$ cat src/include/cache_params.svh
`ifndef CACHE_PARAMS_SVH
`define CACHE_PARAMS_SVH

// address and data widths
`define CACHE_ADDR_W 32
`define CACHE_DATA_W 32

// geometry
`define CACHE_WAYS 2
`define CACHE_SETS 16
`define CACHE_BLOCK_WORDS 4

// address field widths
`define CACHE_INDEX_W 4
`define CACHE_WORD_SEL_W 2
`define CACHE_BYTE_OFF_W 2
// everything above index, word select and byte offset
`define CACHE_TAG_W (`CACHE_ADDR_W - `CACHE_INDEX_W - `CACHE_WORD_SEL_W - `CACHE_BYTE_OFF_W)

`endif
$ cat src/design/cache_pkg.sv
package cache_pkg;
	`include "cache_params.svh"

	typedef logic [`CACHE_ADDR_W-1:0] addr_t;
	typedef logic [`CACHE_DATA_W-1:0] word_t;
	typedef logic [`CACHE_TAG_W-1:0] tag_t;
	typedef logic [`CACHE_INDEX_W-1:0] index_t;
	typedef logic [`CACHE_WORD_SEL_W-1:0] word_sel_t;
	typedef logic way_t;
	typedef logic [`CACHE_DATA_W/8-1:0] byte_en_t;

	// one-hot load size and sign
	typedef enum logic [4:0] {
		LD_B  = 5'b00001,
		LD_H  = 5'b00010,
		LD_W  = 5'b00100,
		LD_BU = 5'b01000,
		LD_HU = 5'b10000
	} load_kind_t;

	// one-hot store size
	typedef enum logic [2:0] {
		ST_B = 3'b001,
		ST_H = 3'b010,
		ST_W = 3'b100
	} store_kind_t;

	typedef enum logic [2:0] {IDLE, LOOKUP, WRITEBACK, REFILL, ACCESS} ctrl_state_t;

endpackage

$ cat src/design/load_store_align.sv
`timescale 1ns/1ps

module load_store_align (
	input  logic                   [1:0] byte_off,
	input  cache_pkg::load_kind_t  load_kind,
	input  cache_pkg::store_kind_t store_kind,
	input  cache_pkg::word_t       store_data,
	input  cache_pkg::word_t       load_word,
	output cache_pkg::word_t       store_lanes,
	output cache_pkg::byte_en_t    store_en,
	output cache_pkg::word_t       load_data
);
	import cache_pkg::*;

	word_t shifted;

	// replicate the value so every lane holds it, the mask picks one
	always_comb begin
		case (store_kind)
			ST_B: begin
				store_lanes = {4{store_data[7:0]}};
				store_en = 4'b0001 << byte_off;
			end
			ST_H: begin
				store_lanes = {2{store_data[15:0]}};
				store_en = 4'b0011 << byte_off;
			end
			ST_W: begin
				store_lanes = store_data;
				store_en = 4'b1111;
			end
			default: begin
				store_lanes = store_data;
				store_en = 4'b0000;
			end
		endcase
	end

	assign shifted = load_word >> {byte_off, 3'b000};

	always_comb begin
		case (load_kind)
			LD_B:    load_data = {{24{shifted[7]}}, shifted[7:0]};
			LD_H:    load_data = {{16{shifted[15]}}, shifted[15:0]};
			LD_W:    load_data = load_word;
			LD_BU:   load_data = {24'h0, shifted[7:0]};
			LD_HU:   load_data = {16'h0, shifted[15:0]};
			default: load_data = '0;
		endcase
	end

endmodule

$ cat config.mk
export PLATFORM = sky130hd
export DESIGN_NAME = load_store_align
export DESIGN_NICKNAME = d
export VERILOG_FILES = /design/src/design/cache_pkg.sv /design/src/design/load_store_align.sv
export VERILOG_INCLUDE_DIRS = /design/src /design/src/include
export SDC_FILE = /design/constraint.sdc
export NUM_CORES = 1
export LEC_CHECK = 0
export BUFFER_PORTS_ARGS = -buffer_cell sky130_fd_sc_hd__clkbuf_2
export CORE_MARGIN = 5
export CORE_UTILIZATION = 30
export DETAILED_ROUTE_END_ITERATION = 6
export PLACE_DENSITY = 0.68
export SYNTH_ARGS = -nofsm -noshare
export SYNTH_HDL_FRONTEND = slang
export SYNTH_SLANG_ARGS = --single-unit
$ cat constraint.sdc
create_clock -name vclk -period 2.7
set_input_delay 0.54 -clock vclk [all_inputs]
set_output_delay 0.54 -clock vclk [all_outputs]
set_load 0.03 [all_outputs]
# ---- After elaboration in Yosys (flattened, before gate mapping)
# Index checks and enable logic that the tools add are counted.
dict set report word_totals {
  word_cells 14
  ff_bits 0
  output_inout_bits 68
  inputBits 74
}
dict set report classes {
  n_mux 3
  shift 3
  n_eq_ne 8
}
# op count
set ops {}
lappend ops {{one-hot mux 32 bit (5 select lines)} 1}
lappend ops {{one-hot mux 32 bit (2 select lines)} 1}
lappend ops {{>> shifter 32 x 5 -> 16 bit} 1}
lappend ops {{one-hot mux 4 bit (3 select lines)} 1}
lappend ops {{== test 5 x 1 -> 1 bit (second input constant)} 1}
lappend ops {{== test 5 x 2 -> 1 bit (second input constant)} 1}
lappend ops {{== test 5 x 3 -> 1 bit (second input constant)} 1}
lappend ops {{== test 5 x 4 -> 1 bit (second input constant)} 1}
lappend ops {{== test 5 bit (second input constant)} 1}
lappend ops {{left shift 1 x 2 -> 4 bit (first input constant)} 1}
lappend ops {{left shift 2 x 2 -> 4 bit (first input constant)} 1}
lappend ops {{== test 3 x 1 -> 1 bit (second input constant)} 1}
lappend ops {{== test 3 x 2 -> 1 bit (second input constant)} 1}
lappend ops {{== test 3 bit (second input constant)} 1}

# ---- Depth between registers and ports, before layout
dict set report logic_depth {
  depth_word 2
  ltp_mapped 7
  mapped_depth_nobuf 4
}

# ---- Worst setup path before layout
# OpenSTA, ideal clock, no wires.
dict set report synth_timing {
  kind {input to output}
  start {in byte_off[0]}
  end {out store_en[1]}
  t_required_ns 2.160
  cell_stages 6
  path_slack_ns -0.047
  n_path_buf 2
  t_arrival_ns 2.207
  path_cell_list {buf_2 > buf_1 > inv_1 > o21ai_0 > nand2_1 > o21ai_0}
}
dict set report synth_via {
  elab_chain_cells 2
}
# item line_no
set synth_lines {}
lappend synth_lines {{start, declared} load_store_align.sv:4} ;# input logic [1:0] byte_off,
lappend synth_lines {{left shift 2 x 2 -> 4 bit or left shift 1 x 2 -> 4 bit (tied branches)} {load_store_align.sv:26, load_store_align.sv:22}}
lappend synth_lines {{one-hot mux 4 bit (3 select lines) (*)} load_store_align.sv:19} ;# case (store_kind)
lappend synth_lines {{end, declared} load_store_align.sv:10} ;# output cache_pkg::byte_en_t store_en,
# Every way passes the cells marked *; elsewhere a longest branch is shown, timed or not.

# ---- Worst setup path after layout
dict set report layout_timing {
  start {in load_kind[1]}
  end {out load_data[17]}
}
dict set report layout_via {
  elab_chain_cells 2
}
# item line_no
set layout_lines {}
lappend layout_lines {{start, declared} load_store_align.sv:5} ;# input cache_pkg::load_kind_t load_kind,
lappend layout_lines {{== test 5 bit (tied with other cells)} load_store_align.sv:42} ;# case (load_kind)
lappend layout_lines {{one-hot mux 32 bit (5 select lines) (*)} load_store_align.sv:42}
lappend layout_lines {{end, declared} load_store_align.sv:11} ;# output cache_pkg::word_t load_data
# Marks and branches as above.

==> impl_metrics.tcl <==
set metrics [dict create \
    drc_errors 0 \
    dieArea_mm2 0.00655 \
    syn-num-nets 307 \
    nets 440 \
    ir_worst_vdd_v 0.000117 \
    netlist_area_mm2 0.00151 \
    switching_share_pct 61.7 \
    power.switching_w 0.000279 \
    cellLeakagePower_nw 1.30 \
    grt_max_degree 33 \
    dpl.cell_count 430 \
    rsz0062_at_grt "false" \
    fin_crit_ps 2640 \
    crit_cells 6 \
    worstMarginPinSlew_ps 462 \
    seq_area_um2 0 \
    seq_cells 0 \
    rows 25 \
    io_pins 142 \
    grt_pass1_vias 2060 \
    ys_seq_area_share_pct 0 \
    place.gp.congestion 0.740 \
    fp.dieW_um 80.9 \
    grt_use_met1_pct 19.2 \
    intPower_w 0.000173 \
    drive_above_1_share_pct 55.8 \
    cap_violations 0 \
    design_area_mm2 0.00230 \
    grt_overflow 0 \
    ctsResizeCount 0 \
    core_mm2 0.00482 \
    powerDensity_mw_per_mm2 197 \
    hold_viol_final 0 \
    required_ps 2160 \
    cts_hold_buf 0 \
    critPathMostFrequentCell "clkbuf_2" \
    clock.fmax_mhz 378 \
    grt_usage_pct 16.9 \
    crit_buf_inv 2 \
    vias 2197 \
    clkbuf_count 0 \
    place_hpwl_um 5120 \
    grt_pass1_wl_um 9220 \
    numPortBuffers 142 \
    antenna_found_initial 0 \
    ant_nets 0 \
    crit_family "simple AND/OR/NAND/NOR gates" \
    p_clk_share_pct 0 \
    worst_slack_ps 55.2 \
    start_util_pct 31.3 \
    finalSetupViolCount 0 \
    drt-wirelength-per-cell_um 14.4 \
    yosys_warnings 0 \
    slew_violations 0 \
    dpl_worst_slack_ps 1.27 \
    path_cells "clkbuf_2, or4b_1, or3b_4, o21ai_4, a21o_2, clkbuf_2" \
    totalWireLength_um 6210 \
    cp-endpoint "load_data[17]" \
    netlist_instances 233 \
    cp-end-kind "output port" \
    drt_pre_antenna_iters 4 \
    yosysUniqueCellTypes 32 \
    hp-class "in -> out" \
    crit_fanout 8 \
    grt.busiest_layer "met2" \
    start_kind "input port" \
    power_frac_seq_pct 0 \
    status "completed" \
    postCtsSetupBuffers 0 \
    worstSetupStartpoint "load_kind[1]" \
    place_area_mm2 0.00227 \
    first_iter_violations 76 \
    cp.arrival_ps 2100 \
    relSlewSlack_pct 69.2 \
    slowest_delay_ps 550 \
    fin_cells 431 \
    avgSynthCellArea_um2 6.48 \
    grt_use_met2_pct 32.8 \
    path_class "in -> out" \
    vias_per_cell 5.10 \
    syn2layout_area_growth_pct 52.2 \
    comb_power_share_pct 100.0 \
    die_y_um 80.9 \
    n_fill_cell 536 \
    use_met3_pct 3.88 \
    antenna_cells 0 \
    crit_slowest_cell "or4b_1" \
    period_share_pct 98.0 \
]
[Yosys cell counts, types with 2 or more instances]
cell type	instances	share of area, %
nor3_1	2	0.66
nor2_1	39	9.7
a21oi_1	25	8.3
a22oi_1	2	0.99
inv_1	11	2.7
mux2i_1	7	4.6
nand3_1	9	3.0
clkbuf_1	12	3.0
buf_2	2	0.66
o22ai_1	9	3.7
and2_1	7	2.9
nand2_1	20	5.0
buf_4	8	4.0
o21ai_0	19	6.3
mux4_2	8	12
mux2_2	17	13
a21o_2	17	9.9
nand2b_1	3	1.2
buf_1	2	0.50
nor4_1	2	0.83
[power groups by stage]
stage	Combinational, W	Clock (W)	Sequential, W
after floorplan	0.000293	0	0
after global placement	0.000443	0	0
after detailed placement	0.000450	0	0
after CTS	0.000451	0	0
after global routing	0.000490	0	0
final	0.000452	0	0
[worst min-delay path by stage]
stage                              from  slack, ps  cells past startpoint              to
after floorplan           store_data[0]       1210                      1  store_lanes[0]
after global placement    store_data[5]       1360                      2  store_lanes[5]
after detailed placement  store_data[5]       1370                      2  store_lanes[5]
after CTS                 store_data[5]       1370                      2  store_lanes[5]
after global routing      store_data[5]       1380                      2  store_lanes[5]
final                     store_data[4]       1360                      2  store_lanes[4]
[metal layers]
layer | up-vias | routed length [um]
li1 | 1087 | -
met1 | 993 | 2320
met2 | 113 | 3090
met3 | 4 | 754
met4 | 0 | 44
met5 | - | 0
[layout make-up]
cell class / instances / area, um2 / area share, %
multi-input cells: 196 / 1340 / 58.3
repair buffers: 156 / 828 / 36.1
well taps: 67 / 83.8 / 3.65
inverters: 12 / 45.0 / 1.96
[cell families (layout without fill, tap and decap cells)]
logic type	Yosys count	after routing	synth area share (%)
xor gates and xnor gates	2	2	1.16
muxes	32	32	29.3
AOI/OAI and AO/OA	75	76	31.3
and+or+nand+nor	86	86	25.4
buffers and inverters	38	168	12.9
[metrics by stage]
step | hold WS, ps | power (W) | utilization [%] | setup TNS, ps
CTS | 1370 | 0.000451 | 47.2 | 0
global placement | 1360 | 0.000443 | 47.2 | 0
floorplan | 1210 | 0.000293 | - | -93.3
finish | 1360 | 0.000452 | 47.7 | 0
global route | 1380 | 0.000490 | 47.7 | 0
detailed placement | 1370 | 0.000450 | 47.2 | 0
[cells in the final DEF, fill, tap and decap left out, types with 8 or more instances in the layout]
master,netlist,layout
clkbuf_2,0,142
o21ai_0,19,18
a21oi_1,25,25
nand3_1,9,9
mux2_2,17,17
a21o_2,17,17
nor2_1,39,39
inv_1,11,11
o22ai_1,9,9
mux4_2,8,8
nand2_1,20,20
buf_4,8,13
Note: power is estimated with default switching activity, not from simulation.
