### src/include/cache_params.svh
`ifndef CACHE_PARAMS_SVH
`define CACHE_PARAMS_SVH

// address and data widths
`define CACHE_ADDR_W 32
`define CACHE_DATA_W 32

// geometry
`define CACHE_WAYS 2
`define CACHE_SETS 16
`define CACHE_BLOCK_WORDS 4

// address field widths
`define CACHE_INDEX_W 4
`define CACHE_WORD_SEL_W 2
`define CACHE_BYTE_OFF_W 2
// everything above index, word select and byte offset
`define CACHE_TAG_W (`CACHE_ADDR_W - `CACHE_INDEX_W - `CACHE_WORD_SEL_W - `CACHE_BYTE_OFF_W)

`endif
### src/design/cache_pkg.sv
package cache_pkg;
	`include "cache_params.svh"

	typedef logic [`CACHE_ADDR_W-1:0] addr_t;
	typedef logic [`CACHE_DATA_W-1:0] word_t;
	typedef logic [`CACHE_TAG_W-1:0] tag_t;
	typedef logic [`CACHE_INDEX_W-1:0] index_t;
	typedef logic [`CACHE_WORD_SEL_W-1:0] word_sel_t;
	typedef logic way_t;
	typedef logic [`CACHE_DATA_W/8-1:0] byte_en_t;

	// one-hot load size and sign
	typedef enum logic [4:0] {
		LD_B  = 5'b00001,
		LD_H  = 5'b00010,
		LD_W  = 5'b00100,
		LD_BU = 5'b01000,
		LD_HU = 5'b10000
	} load_kind_t;

	// one-hot store size
	typedef enum logic [2:0] {
		ST_B = 3'b001,
		ST_H = 3'b010,
		ST_W = 3'b100
	} store_kind_t;

	typedef enum logic [2:0] {IDLE, LOOKUP, WRITEBACK, REFILL, ACCESS} ctrl_state_t;

endpackage

### src/design/cache_ctrl.sv
`timescale 1ns/1ps
`include "cache_params.svh"

module cache_ctrl (
	input  logic                   clk,
	input  logic                   rst,
	// core port
	input  logic                   ren,
	input  logic                   wen,
	input  cache_pkg::addr_t       addr,
	input  cache_pkg::word_t       din,
	input  cache_pkg::load_kind_t  load_kind,
	input  cache_pkg::store_kind_t store_kind,
	output logic                   cache_rdy,
	output cache_pkg::word_t       dout,
	// memory port
	output logic                   mem_ren,
	output logic                   mem_wen,
	output cache_pkg::addr_t       mem_addr,
	output cache_pkg::word_t       mem_din,
	input  cache_pkg::word_t       mem_dout,
	// tag store
	output cache_pkg::index_t      index,
	output cache_pkg::tag_t        tag,
	output logic                   touch_en,
	output cache_pkg::way_t        touch_way,
	output logic                   fill_en,
	output logic                   fill_dirty,
	output logic                   dirty_set,
	input  logic                   hit,
	input  cache_pkg::way_t        hit_way,
	input  cache_pkg::way_t        victim_way,
	input  logic                   victim_dirty,
	input  cache_pkg::tag_t        victim_tag,
	// data store
	output cache_pkg::way_t        way,
	output cache_pkg::word_sel_t   word_sel,
	output cache_pkg::byte_en_t    byte_en,
	output cache_pkg::word_t       wdata,
	input  cache_pkg::word_t       rdata,
	// aligner
	output logic             [1:0] byte_off,
	output cache_pkg::load_kind_t  req_load_kind,
	output cache_pkg::store_kind_t req_store_kind,
	output cache_pkg::word_t       req_data,
	input  cache_pkg::word_t       store_lanes,
	input  cache_pkg::byte_en_t    store_en,
	input  cache_pkg::word_t       load_data
);
	import cache_pkg::*;

	localparam logic [`CACHE_WORD_SEL_W:0] last_step = `CACHE_BLOCK_WORDS;

	ctrl_state_t state;
	// block word counter, one extra step for the one-cycle lag
	logic [`CACHE_WORD_SEL_W:0] cnt;
	addr_t req_addr;
	logic req_wen;
	logic req_miss;
	word_sel_t req_word;
	word_sel_t cur_word;
	word_sel_t prev_word;
	word_t lane_mask;
	logic accept;
	logic acc_issue;
	logic acc_store;
	logic merge;

	assign {tag, index, req_word, byte_off} = req_addr;
	assign accept = (state == IDLE) && cache_rdy && (ren || wen);
	assign acc_issue = (state == ACCESS) && (cnt == '0);
	// store misses already merged their data during refill
	assign acc_store = acc_issue && req_wen && !req_miss;
	assign cur_word = cnt[`CACHE_WORD_SEL_W-1:0];
	assign prev_word = cur_word - 1'b1;
	assign merge = req_wen && (prev_word == req_word);

	always_comb begin
		for (int i = 0; i < `CACHE_DATA_W/8; i++) begin
			lane_mask[8*i +: 8] = {8{store_en[i]}};
		end
	end

	// memory port, write data is the array word read a cycle earlier
	assign mem_ren = (state == REFILL) && (cnt != last_step);
	assign mem_wen = (state == WRITEBACK) && (cnt != '0);
	assign mem_addr = (state == WRITEBACK) ? {victim_tag, index, prev_word, 2'b00}
		: {tag, index, cur_word, 2'b00};
	assign mem_din = rdata;

	assign touch_en = acc_issue;
	assign touch_way = hit_way;
	assign fill_en = (state == REFILL) && (cnt == last_step);
	assign fill_dirty = req_wen;
	assign dirty_set = acc_store;

	always_comb begin
		way = (state == ACCESS) ? hit_way : victim_way;
		word_sel = req_word;
		byte_en = '0;
		wdata = store_lanes;
		case (state)
			WRITEBACK: word_sel = cur_word;
			REFILL: begin
				// memory word lands one cycle after its read
				word_sel = prev_word;
				if (cnt != '0)
					byte_en = '1;
				if (merge)
					wdata = (mem_dout & ~lane_mask) | (store_lanes & lane_mask);
				else
					wdata = mem_dout;
			end
			ACCESS: begin
				if (acc_store)
					byte_en = store_en;
			end
			default: word_sel = req_word;
		endcase
	end

	always_ff @(posedge clk) begin
		if (rst) begin
			state <= IDLE;
			cnt <= '0;
			cache_rdy <= 1'b0;
			req_wen <= 1'b0;
			req_miss <= 1'b0;
		end else begin
			case (state)
				IDLE: begin
					if (accept) begin
						state <= LOOKUP;
						cache_rdy <= 1'b0;
						req_wen <= wen;
					end else begin
						cache_rdy <= 1'b1;
					end
				end
				LOOKUP: begin
					cnt <= '0;
					req_miss <= !hit;
					if (hit)
						state <= ACCESS;
					else if (victim_dirty)
						state <= WRITEBACK;
					else
						state <= REFILL;
				end
				WRITEBACK: begin
					if (cnt == last_step) begin
						cnt <= '0;
						state <= REFILL;
					end else begin
						cnt <= cnt + 1'b1;
					end
				end
				REFILL: begin
					if (cnt == last_step) begin
						cnt <= '0;
						state <= ACCESS;
					end else begin
						cnt <= cnt + 1'b1;
					end
				end
				ACCESS: begin
					// issue cycle then result cycle
					if (cnt == '0) begin
						cnt <= cnt + 1'b1;
					end else begin
						state <= IDLE;
						cache_rdy <= 1'b1;
					end
				end
				default: state <= IDLE;
			endcase
		end
	end

	always_ff @(posedge clk) begin
		if (accept) begin
			req_addr <= addr;
			req_data <= din;
			req_load_kind <= load_kind;
			req_store_kind <= store_kind;
		end
		if ((state == ACCESS) && (cnt != '0) && !req_wen)
			dout <= load_data;
	end

endmodule

### config.mk
export PLATFORM = sky130hd
export DESIGN_NAME = cache_ctrl
export DESIGN_NICKNAME = d
export VERILOG_FILES = /design/src/design/cache_pkg.sv /design/src/design/cache_ctrl.sv
export VERILOG_INCLUDE_DIRS = /design/src /design/src/include
export SDC_FILE = /design/constraint.sdc
export NUM_CORES = 1
export LEC_CHECK = 0
export BUFFER_PORTS_ARGS = -buffer_cell sky130_fd_sc_hd__buf_2
export CORE_AREA = 2 2 175 177
export CTS_CLUSTER_SIZE = 20
export DETAILED_ROUTE_END_ITERATION = 10
export DIE_AREA = 0 0 177 179
export GPL_TIMING_DRIVEN = 0
export PLACE_DENSITY_LB_ADDON = 0.05
export SLEW_MARGIN = 15
export SYNTH_ARGS = -nofsm -noshare
export SYNTH_HDL_FRONTEND = slang
export SYNTH_SLANG_ARGS = --single-unit
### constraint.sdc
create_clock -name clk -period 7.1 [get_ports clk]
set_input_delay 1.42 -clock clk [delete_from_list [all_inputs] [get_ports clk]]
set_output_delay 1.42 -clock clk [all_outputs]
set_load 0.01 [all_outputs]
After elaboration in Yosys (flattened, before gate mapping):

Cells that the tools add are included.

* output and inout port bits: 213
* register bits: 113
* word-level logic and storage cells: 74
* bits of input ports: 236

* muxes and demuxes: 21
* bitwise operators: 4
* add/subtract/negate cells: 2
* reduce and logical (&&, ||, !) cells: 25
* eq/ne operators: 12

Operator list (count)
* two-way mux 32 bit: 3
* bitwise AND 32 bit: 2
* NOT 32 bit: 1
* bitwise OR 32 bit: 1
* two-way mux 3 bit: 7
* one-hot mux 3 bit (5 select lines): 1
* logical AND 1 bit: 11
* one-hot mux 3 bit (3 select lines): 1
* two-way mux 4 bit: 2
* one-hot mux 4 bit (2 select lines): 1
* == test 3 x 2 -> 1 bit (second input constant): 2
* == test 3 bit (second input constant): 2
* zero test 3 bit: 2
* inequality test 2 x 1 -> 1 bit (second input constant): 3
* AND reduction 2 bit: 3
* nonzero test 3 bit: 2
* two-way mux 1 bit: 4
* inequality test 2 bit (second input constant): 2
* one-hot mux 2 bit (2 select lines): 1
* AND reduction 4 bit: 1
* adder 3 x 1 -> 3 bit (second input constant): 1
* == test 3 x 1 -> 1 bit (second input constant): 1
* zero test 1 bit: 3
* inequality test 3 bit (second input constant): 1
* other kinds (6): 6

Depth between registers and ports, before layout:

Gate-level depths: netlist of the first run.

* word-level depth: 6
* mapped depth: 6
* gate-level depth less buffers: 6

Worst setup path after synthesis of the first run:

No wires, ideal clock.

* path type: input to register
* start: input wen
* end: register req_wen, in the netlist fill_dirty
* data arrival time: 6.014 ns
* slack: 0.969 ns
* stages: 4
* path buffers: 0
* cells stage by stage: o21ai_0 -> nor4_2 -> mux2i_1 -> nor2_1

* longest elaborated chain between the ends: 3

Ends and longest elaborated chain
* start: declaration: RTL line cache_ctrl.sv:9 `input logic wen,`
* logical OR 1 bit: RTL line cache_ctrl.sv:70 `assign accept = (state == IDLE) && cache_rdy && (ren || wen);`
* logical AND 1 bit: RTL line cache_ctrl.sv:70
* net accept: RTL line cache_ctrl.sv:64 `logic accept;`
* AND reduction 2 bit (no line)
* end signal: assignment: RTL line cache_ctrl.sv:135 `req_wen <= wen;`
* end: declaration: RTL line cache_ctrl.sv:58 `logic req_wen;`

The timed path passes the listed nets, and every way through them passes these cells.
A chain may end at the register's enable or synchronous reset.

Final worst setup path of the first run:

* start: register cnt[0]
* end: output wdata[25]

* longest elaborated chain between the ends: 5

Ends and longest elaborated chain
* start: declaration: RTL line cache_ctrl.sv:56 `` logic [`CACHE_WORD_SEL_W:0] cnt; ``
* start signal: assignment: RTL line cache_ctrl.sv:155 `cnt <= cnt + 1'b1;`
* start signal: assignment: RTL line cache_ctrl.sv:163 `cnt <= cnt + 1'b1;`
* start signal: assignment: RTL line cache_ctrl.sv:169 `cnt <= cnt + 1'b1;`
* subtractor 2 x 1 -> 2 bit: RTL line cache_ctrl.sv:75 `assign prev_word = cur_word - 1'b1;`
* == test 2 bit: RTL line cache_ctrl.sv:76 `assign merge = req_wen && (prev_word == req_word);`
* logical AND 1 bit: RTL line cache_ctrl.sv:76
* two-way mux 32 bit: RTL line cache_ctrl.sv:109 `if (merge)`
* two-way mux 32 bit: RTL line cache_ctrl.sv:102 `case (state)`
* end: declaration: RTL line cache_ctrl.sv:39 `output cache_pkg::word_t wdata,`

No other way between the ends.

==> results of run 1 <==
cell usage after synthesis, types with 2 or more instances:
cell	n	area share, %
a21o_1	5	0.73
a21oi_1	7	0.68
buf_2	4	0.39
buf_4	69	10
buf_6	2	0.44
dfxtp_1	9	3.5
edfxtp_1	104	61
ha_1	2	0.49
inv_1	5	0.36
mux2_1	25	5.5
mux2_2	8	1.7
mux2_4	24	7.0
mux2i_1	3	0.58
nand2_1	6	0.44
nand2_4	3	0.66
nand2b_1	3	0.36
nand3_1	4	0.39
nand4_1	4	0.49
nor2_1	10	0.73
nor3_1	5	0.49
o21ai_0	8	0.78
xnor2_1	3	0.51
final timing paths:
check,startpoint,end,slack (ns),depth (start not counted)
setup reg to reg,cnt[0],dout[12],4.63,7
hold reg to reg,req_miss,req_miss,0.52,2
setup / recovery,cnt[0],wdata[25],3.08,7
hold / removal,req_miss,req_miss,0.52,2
worst reg2reg max path: stages (launching register included):
cell and delay [ns]:
dfxtp_1 0.48, inv_1 0.13, ha_1 0.28, and2b_1 0.26
nor3_2 0.38, buf_4 0.27, buf_4 0.22, buf_6 0.17
flip-flops by register name, indices dropped and copies added (netlist names):
signal          flops
cache_rdy           1
cnt                 3
dout               32
fill_dirty          1
req_addr           32
req_data           32
req_load_kind       5
req_miss            1
req_store_kind      3
state               3
power by group:
group          total (µW)  internal [µW]  leakage, µW  switching (µW)
logic                 493            237      0.00268             256
registers             866            827      0.00103            39.3
clock network         916            594     0.000306             323
total                2280           1660      0.00401             618
cell families after synthesis:
kind of cell	Yosys count	synth area share, %
AO/OA/AOI/OAI	25	2.96
other	1	0.0727
buffers and inverters	81	11.3
multiplexers	60	14.8
flip-flops	113	64.1
adder cells (fa/ha/maj)	2	0.485
AND/OR/NAND/NOR	44	5.34
XOR/XNOR	5	0.995
stage by stage:
| step | instances | utilization (%) | setup TNS, ns |
|---|---|---|---|
| after floorplan | 332 | - | 0 |
| after global placement | 1142 | 25.7 | -110.27 |
| after detailed placement | 1151 | 26.1 | 0 |
| after CTS | 1183 | 28.2 | 0 |
| after global routing | 1185 | 28.2 | 0 |
| final | 1187 | 28.2 | 0 |
area by class of cell:
class                   count  area (µm²)  share of cell area (%)
clock buffers              18         429                    5.06
well taps                 396         495                    5.85
plain buffers              75         561                    6.61
clock inverters            14         203                    2.39
flip-flops and latches    113        3300                    39.0
multi-input cells         138        1290                    15.2
repair buffers            423        2170                    25.5
inverters                   6        22.5                   0.266
diodes                      4        10.0                   0.118
metal layers:
metal / global-route usage [%] / vias up / wire length, µm
li1: - / 2040 / -
met1: 10.3 / 1976 / 5900
met2: 20.6 / 256 / 9970
met3: 5.03 / 23 / 2090
met4: 3.82 / 6 / 300
met5: 0 / - / 39
==> results.sh, run 1 <==
export IMPL_synth_cells=331
export IMPL_die_y_um=179
export IMPL_firstDrtPassIters=4
export IMPL_vias=4301
export IMPL_fin_nets=1012
export IMPL_initial_core_util_pct=17.2
export IMPL_cts_max_path_buffers=2
export IMPL_drive_gt1_share_pct=72.8
export IMPL_critPathBufInv=2
export IMPL_total_power_uw=2280
export IMPL_num_rows=64
export IMPL_critPathTopFamily="flip-flops"
export IMPL_max_slew_worst_pin_slew_ns=0.750
export IMPL_end_kind="primary output"
export IMPL_critPathLaunchType="flop"
export IMPL_yosysSeqAreaShare_pct=64.1
export IMPL_synth_edf_count=104
export IMPL_core_area_mm2=0.0300
export IMPL_grt_start_max_net_pins=17
export IMPL_cp_cell_sequence="inv_1 > ha_1 > xor2_1 > nand4_1 > nand2_2 > mux2_1 > buf_2"
export IMPL_clkTransAtPathRegs_ns=0.05
export IMPL_setup_viol=0
export IMPL_syn_avg_cell_area_um2=15.6
export IMPL_max_cap_violations=0
export IMPL_cts_tree="yes"
export IMPL_io_pins=449
export IMPL_antenna_found_initial=7
export IMPL_finalCritPeriodShare_pct=56.7
export IMPL_grt_pass1_vias=4440
export IMPL_dp_slack_ns=3.30
export IMPL_gr_total_overflow=0
export IMPL_wire_per_inst_um=15.4
export IMPL_worst_hold_slack_ns=0.516
export IMPL_max_freq_ghz=0.249
export IMPL_cts_buffers=17
export IMPL_post_cts_buffers=0
export IMPL_final_area_mm2=0.00848
export IMPL_final_cell_mix="418 x buf_2, 104 x edfxtp_1, 71 x buf_4"
export IMPL_place_congestion=0.734
export IMPL_cp_max_fo=8
export IMPL_finalCriticalPeriod_ns=4.02
export IMPL_path_class="reg2out"
export IMPL_synth_area_mm2=0.00516
export IMPL_clockRootBuffer="clkbuf_16"
export IMPL_htreeDepth=4
export IMPL_drv_slew=0
export IMPL_synth_cell_type_count=40
export IMPL_hpwl_um=15300
export IMPL_ir_drop_mv=0.149
export IMPL_antenna_left=0
export IMPL_p_leak_uw=0.00401
export IMPL_nFillCells=3172
export IMPL_hold_path_class="reg2reg"
export IMPL_cp_slowest_cell="dfxtp_1"
export IMPL_cts_num_sinks=113
export IMPL_hold_viol_final=0
export IMPL_synthFlopType="edfxtp_1"
export IMPL_totalWireLength_um=18300
export IMPL_grt_pass1_wl_um=25300
export IMPL_track_usage_pct=10.9
export IMPL_fin_skew_ns=0.00835
export IMPL_layout_commonest_cell="buf_2"
export IMPL_post_cts_resized=0
export IMPL_grt_setup_unrepaired="false"
export IMPL_synthArstFlopShare_pct=0
export IMPL_yosys_warnings=0
export IMPL_via_per_inst=3.62
export IMPL_arrival_ns=2.60
export IMPL_status="finished, final reports clean"
export IMPL_numPortBuffers=414
export IMPL_area_growth_pct=64.4
export IMPL_p_per_area_mw_per_mm2=268
export IMPL_postCtsHoldBufs=0
export IMPL_drc=0
export IMPL_die_w_um=177
export IMPL_fin_ws_ns=3.08
export IMPL_first_iter_violations=118
export IMPL_clk_latency_ns=0.41
export IMPL_dpl_instance_area_mm2=0.00784
export IMPL_required_ns=5.68
export IMPL_slew_limit_headroom_pct=49.6
export IMPL_slowest_delay_ns=0.48
export IMPL_synth_seq_cells=113
export IMPL_fp_dieArea_mm2=0.0317
(Power assumes the default switching activity.)
==> inputs of run 2 (changes only) <==
ABC_AREA = 1   (was unset)
CORE_AREA = 2 2 176 178   (was 2 2 175 177)
DIE_AREA = 0 0 178 180   (was 0 0 177 179)
clock period = 3.6 ns   (was 7.1 ns; I/O delays follow)
==> run 2 against run 1 <==
Flip-flop and latch count did not move. Synthesized cell count rose by 44%. Worst setup slack got worse by 2.7 ns. Clock skew rose by 0.0015 ns. Critical path type unchanged. Critical endpoint is now wdata[16]. Largest cell class unchanged.
==> results.sh, run 2 <==
export IMPL_critPathBufInv=2
export IMPL_postCtsHoldBufs=0
export IMPL_hold_viol_final=0
export IMPL_final_util_pct=27.8
export IMPL_numPortBuffers=414
export IMPL_cp_max_fo=9
export IMPL_critPathLaunchType="flop"
export IMPL_synthArstFlopShare_pct=0
export IMPL_finalCriticalPeriod_ns=3.25
export IMPL_post_cts_resized=0
export IMPL_initial_core_util_pct=17.0
export IMPL_max_freq_ghz=0.308
export IMPL_p_per_area_mw_per_mm2=659
export IMPL_yosysMostFrequentCell="nand2_1"
export IMPL_synth_cells=477
export IMPL_cts_buffers=17
export IMPL_synth_seq_cells=113
export IMPL_synth_area_mm2=0.00513
export IMPL_tns_ns=0
export IMPL_fin_skew_ns=0.00986
export IMPL_syn_avg_cell_area_um2=10.8
export IMPL_track_usage_pct=12.6
export IMPL_synth_cell_type_count=24
export IMPL_drv_slew=0
export IMPL_first_iter_violations=115
export IMPL_firstDrtPassIters=4
export IMPL_cts_tree="yes"
export IMPL_critPathTopFamily="simple AND/OR/NAND/NOR gates"
export IMPL_area_growth_pct=63.7
export IMPL_cp_slowest_cell="dfxtp_1"
export IMPL_place_congestion=0.726
export IMPL_num_rows=64
export IMPL_grt_pass1_vias=5032
export IMPL_hold_path_class="in2reg"
export IMPL_required_ns=2.88
export IMPL_post_cts_buffers=0
export IMPL_synth_edf_count=104
export IMPL_cp_cell_sequence="inv_1 > ha_1 > xor2_2 > nand3_2 > nand2_4 > nand2_1 > nand2_1 > buf_2"
export IMPL_finalCritPeriodShare_pct=90.3
export IMPL_clk_latency_ns=0.41
export IMPL_hpwl_um=16800
export IMPL_totalWireLength_um=20400
export IMPL_gr_total_overflow=0
export IMPL_slowest_delay_ns=0.47
export IMPL_die_w_um=178
export IMPL_grt_setup_unrepaired="false"
export IMPL_htreeDepth=4
export IMPL_vias=4825
export IMPL_dpl_cell_count=1294
export IMPL_synthTopCellsByArea="edfxtp_1 61%, nand2_1 13%, buf_4 11%, nand3_1 3.8%, dfxtp_1 3.5%"
export IMPL_max_cap_violations=0
export IMPL_instances_no_fill=1329
export IMPL_slew_limit_headroom_pct=49.0
export IMPL_ir_drop_mv=0.313
export IMPL_layout_commonest_cell="buf_2"
export IMPL_fin_nets=1155
export IMPL_grt_pass1_wl_um=29500
export IMPL_worst_path_stages=8
export IMPL_end_kind="primary output"
export IMPL_via_per_inst=3.63
export IMPL_grt_start_max_net_pins=22
export IMPL_fin_ws_ns=0.351
export IMPL_p_leak_uw=0.00416
export IMPL_hold_path_depth=1
export IMPL_core_area_mm2=0.0302
export IMPL_arrival_ns=2.53
export IMPL_wire_per_inst_um=15.4
export IMPL_largest_registers="dout (32), req_addr (32), req_data (32)"
export IMPL_cts_num_sinks=113
export IMPL_io_pins=449
export IMPL_synthFlopType="edfxtp_1"
export IMPL_nFillCells=3323
export IMPL_die_y_um=180
export IMPL_final_cell_mix="417 x buf_2, 174 x nand2_1, 104 x edfxtp_1"
export IMPL_clockRootBuffer="clkbuf_16"
export IMPL_setup_viol=0
export IMPL_antenna_found_initial=6
export IMPL_dp_slack_ns=0.741
export IMPL_netlist_area_leader_share_pct=60.9
export IMPL_drc=0
export IMPL_yosysSeqAreaShare_pct=64.4
export IMPL_fp_dieArea_mm2=0.0320
export IMPL_status="finished, final reports clean"
export IMPL_yosys_warnings=0
export IMPL_synth_top_area_cell="edfxtp_1"
export IMPL_max_slew_worst_pin_slew_ns=0.761
export IMPL_antenna_left=0
export IMPL_crit_path_frequent_cell="nand2_1"
export IMPL_r2r_cells=7
export IMPL_path_class="reg2out"
export IMPL_drive_gt1_share_pct=58.0
export IMPL_worst_hold_slack_ns=0.477
export IMPL_yosys_top_cells_count="174 x nand2_1, 104 x edfxtp_1, 72 x buf_4, 39 x nand3_1, 18 x nor2_1"
export IMPL_clkTransAtPathRegs_ns=0.06
export IMPL_cts_max_path_buffers=2
## run 2: layer usage
layer	global-route usage (%)	vias to the layer above	part of all wire [%]
met1	11.8	2120	33
met5	0	-	0.16
li1	-	2406	-
met3	6.43	17	13
met2	23.2	276	53
met4	4.10	6	1.1
## run 2: stage by stage
step           total power [µW]  instance area [µm²]
6_report                   5530                 8400
5_1_grt                    5940                 8390
4_1_cts                    5670                 8390
3_5_place_dp               3960                 7820
3_3_place_gp               3930                 7700
2_1_floorplan              2950                 5140
## run 2: kinds of logic after synthesis
kind of cell	after synthesis	share of synthesized area, %
AOI/OAI and AO/OA	13	1.41
xor gates and xnor gates	2	0.488
and+or+nand+nor	249	20.7
buffers and inverters	97	12.4
adders and majority gates	2	0.488
other	1	0.0731
DFF	113	64.4
## run 2: area by class of cell
type | instances | area (µm²) | share of cell area, %
flip-flops and latches | 113 | 3300 | 39.3
plain buffers | 78 | 567 | 6.75
clock inverters | 14 | 146 | 1.74
clock buffers | 18 | 429 | 5.11
multi-input cells | 268 | 1210 | 14.4
diodes | 3 | 7.51 | 0.0894
inverters | 19 | 71.3 | 0.849
well taps | 396 | 495 | 5.90
repair buffers | 420 | 2170 | 25.9
## run 2: worst paths after layout
kind,slack (ns),from,to
worst min register to register,0.48,req_miss,req_miss
worst min-delay path,0.48,din[27],req_data[27]
worst max register to register,1.08,cnt[0],dout[31]
worst max-delay path,0.35,cnt[0],wdata[16]
## run 2: report_power, final
group	internal (µW)	switching [µW]	total, µW
Combinational	796	1230	2030
Sequential	1720	108	1830
Clock	1070	601	1670
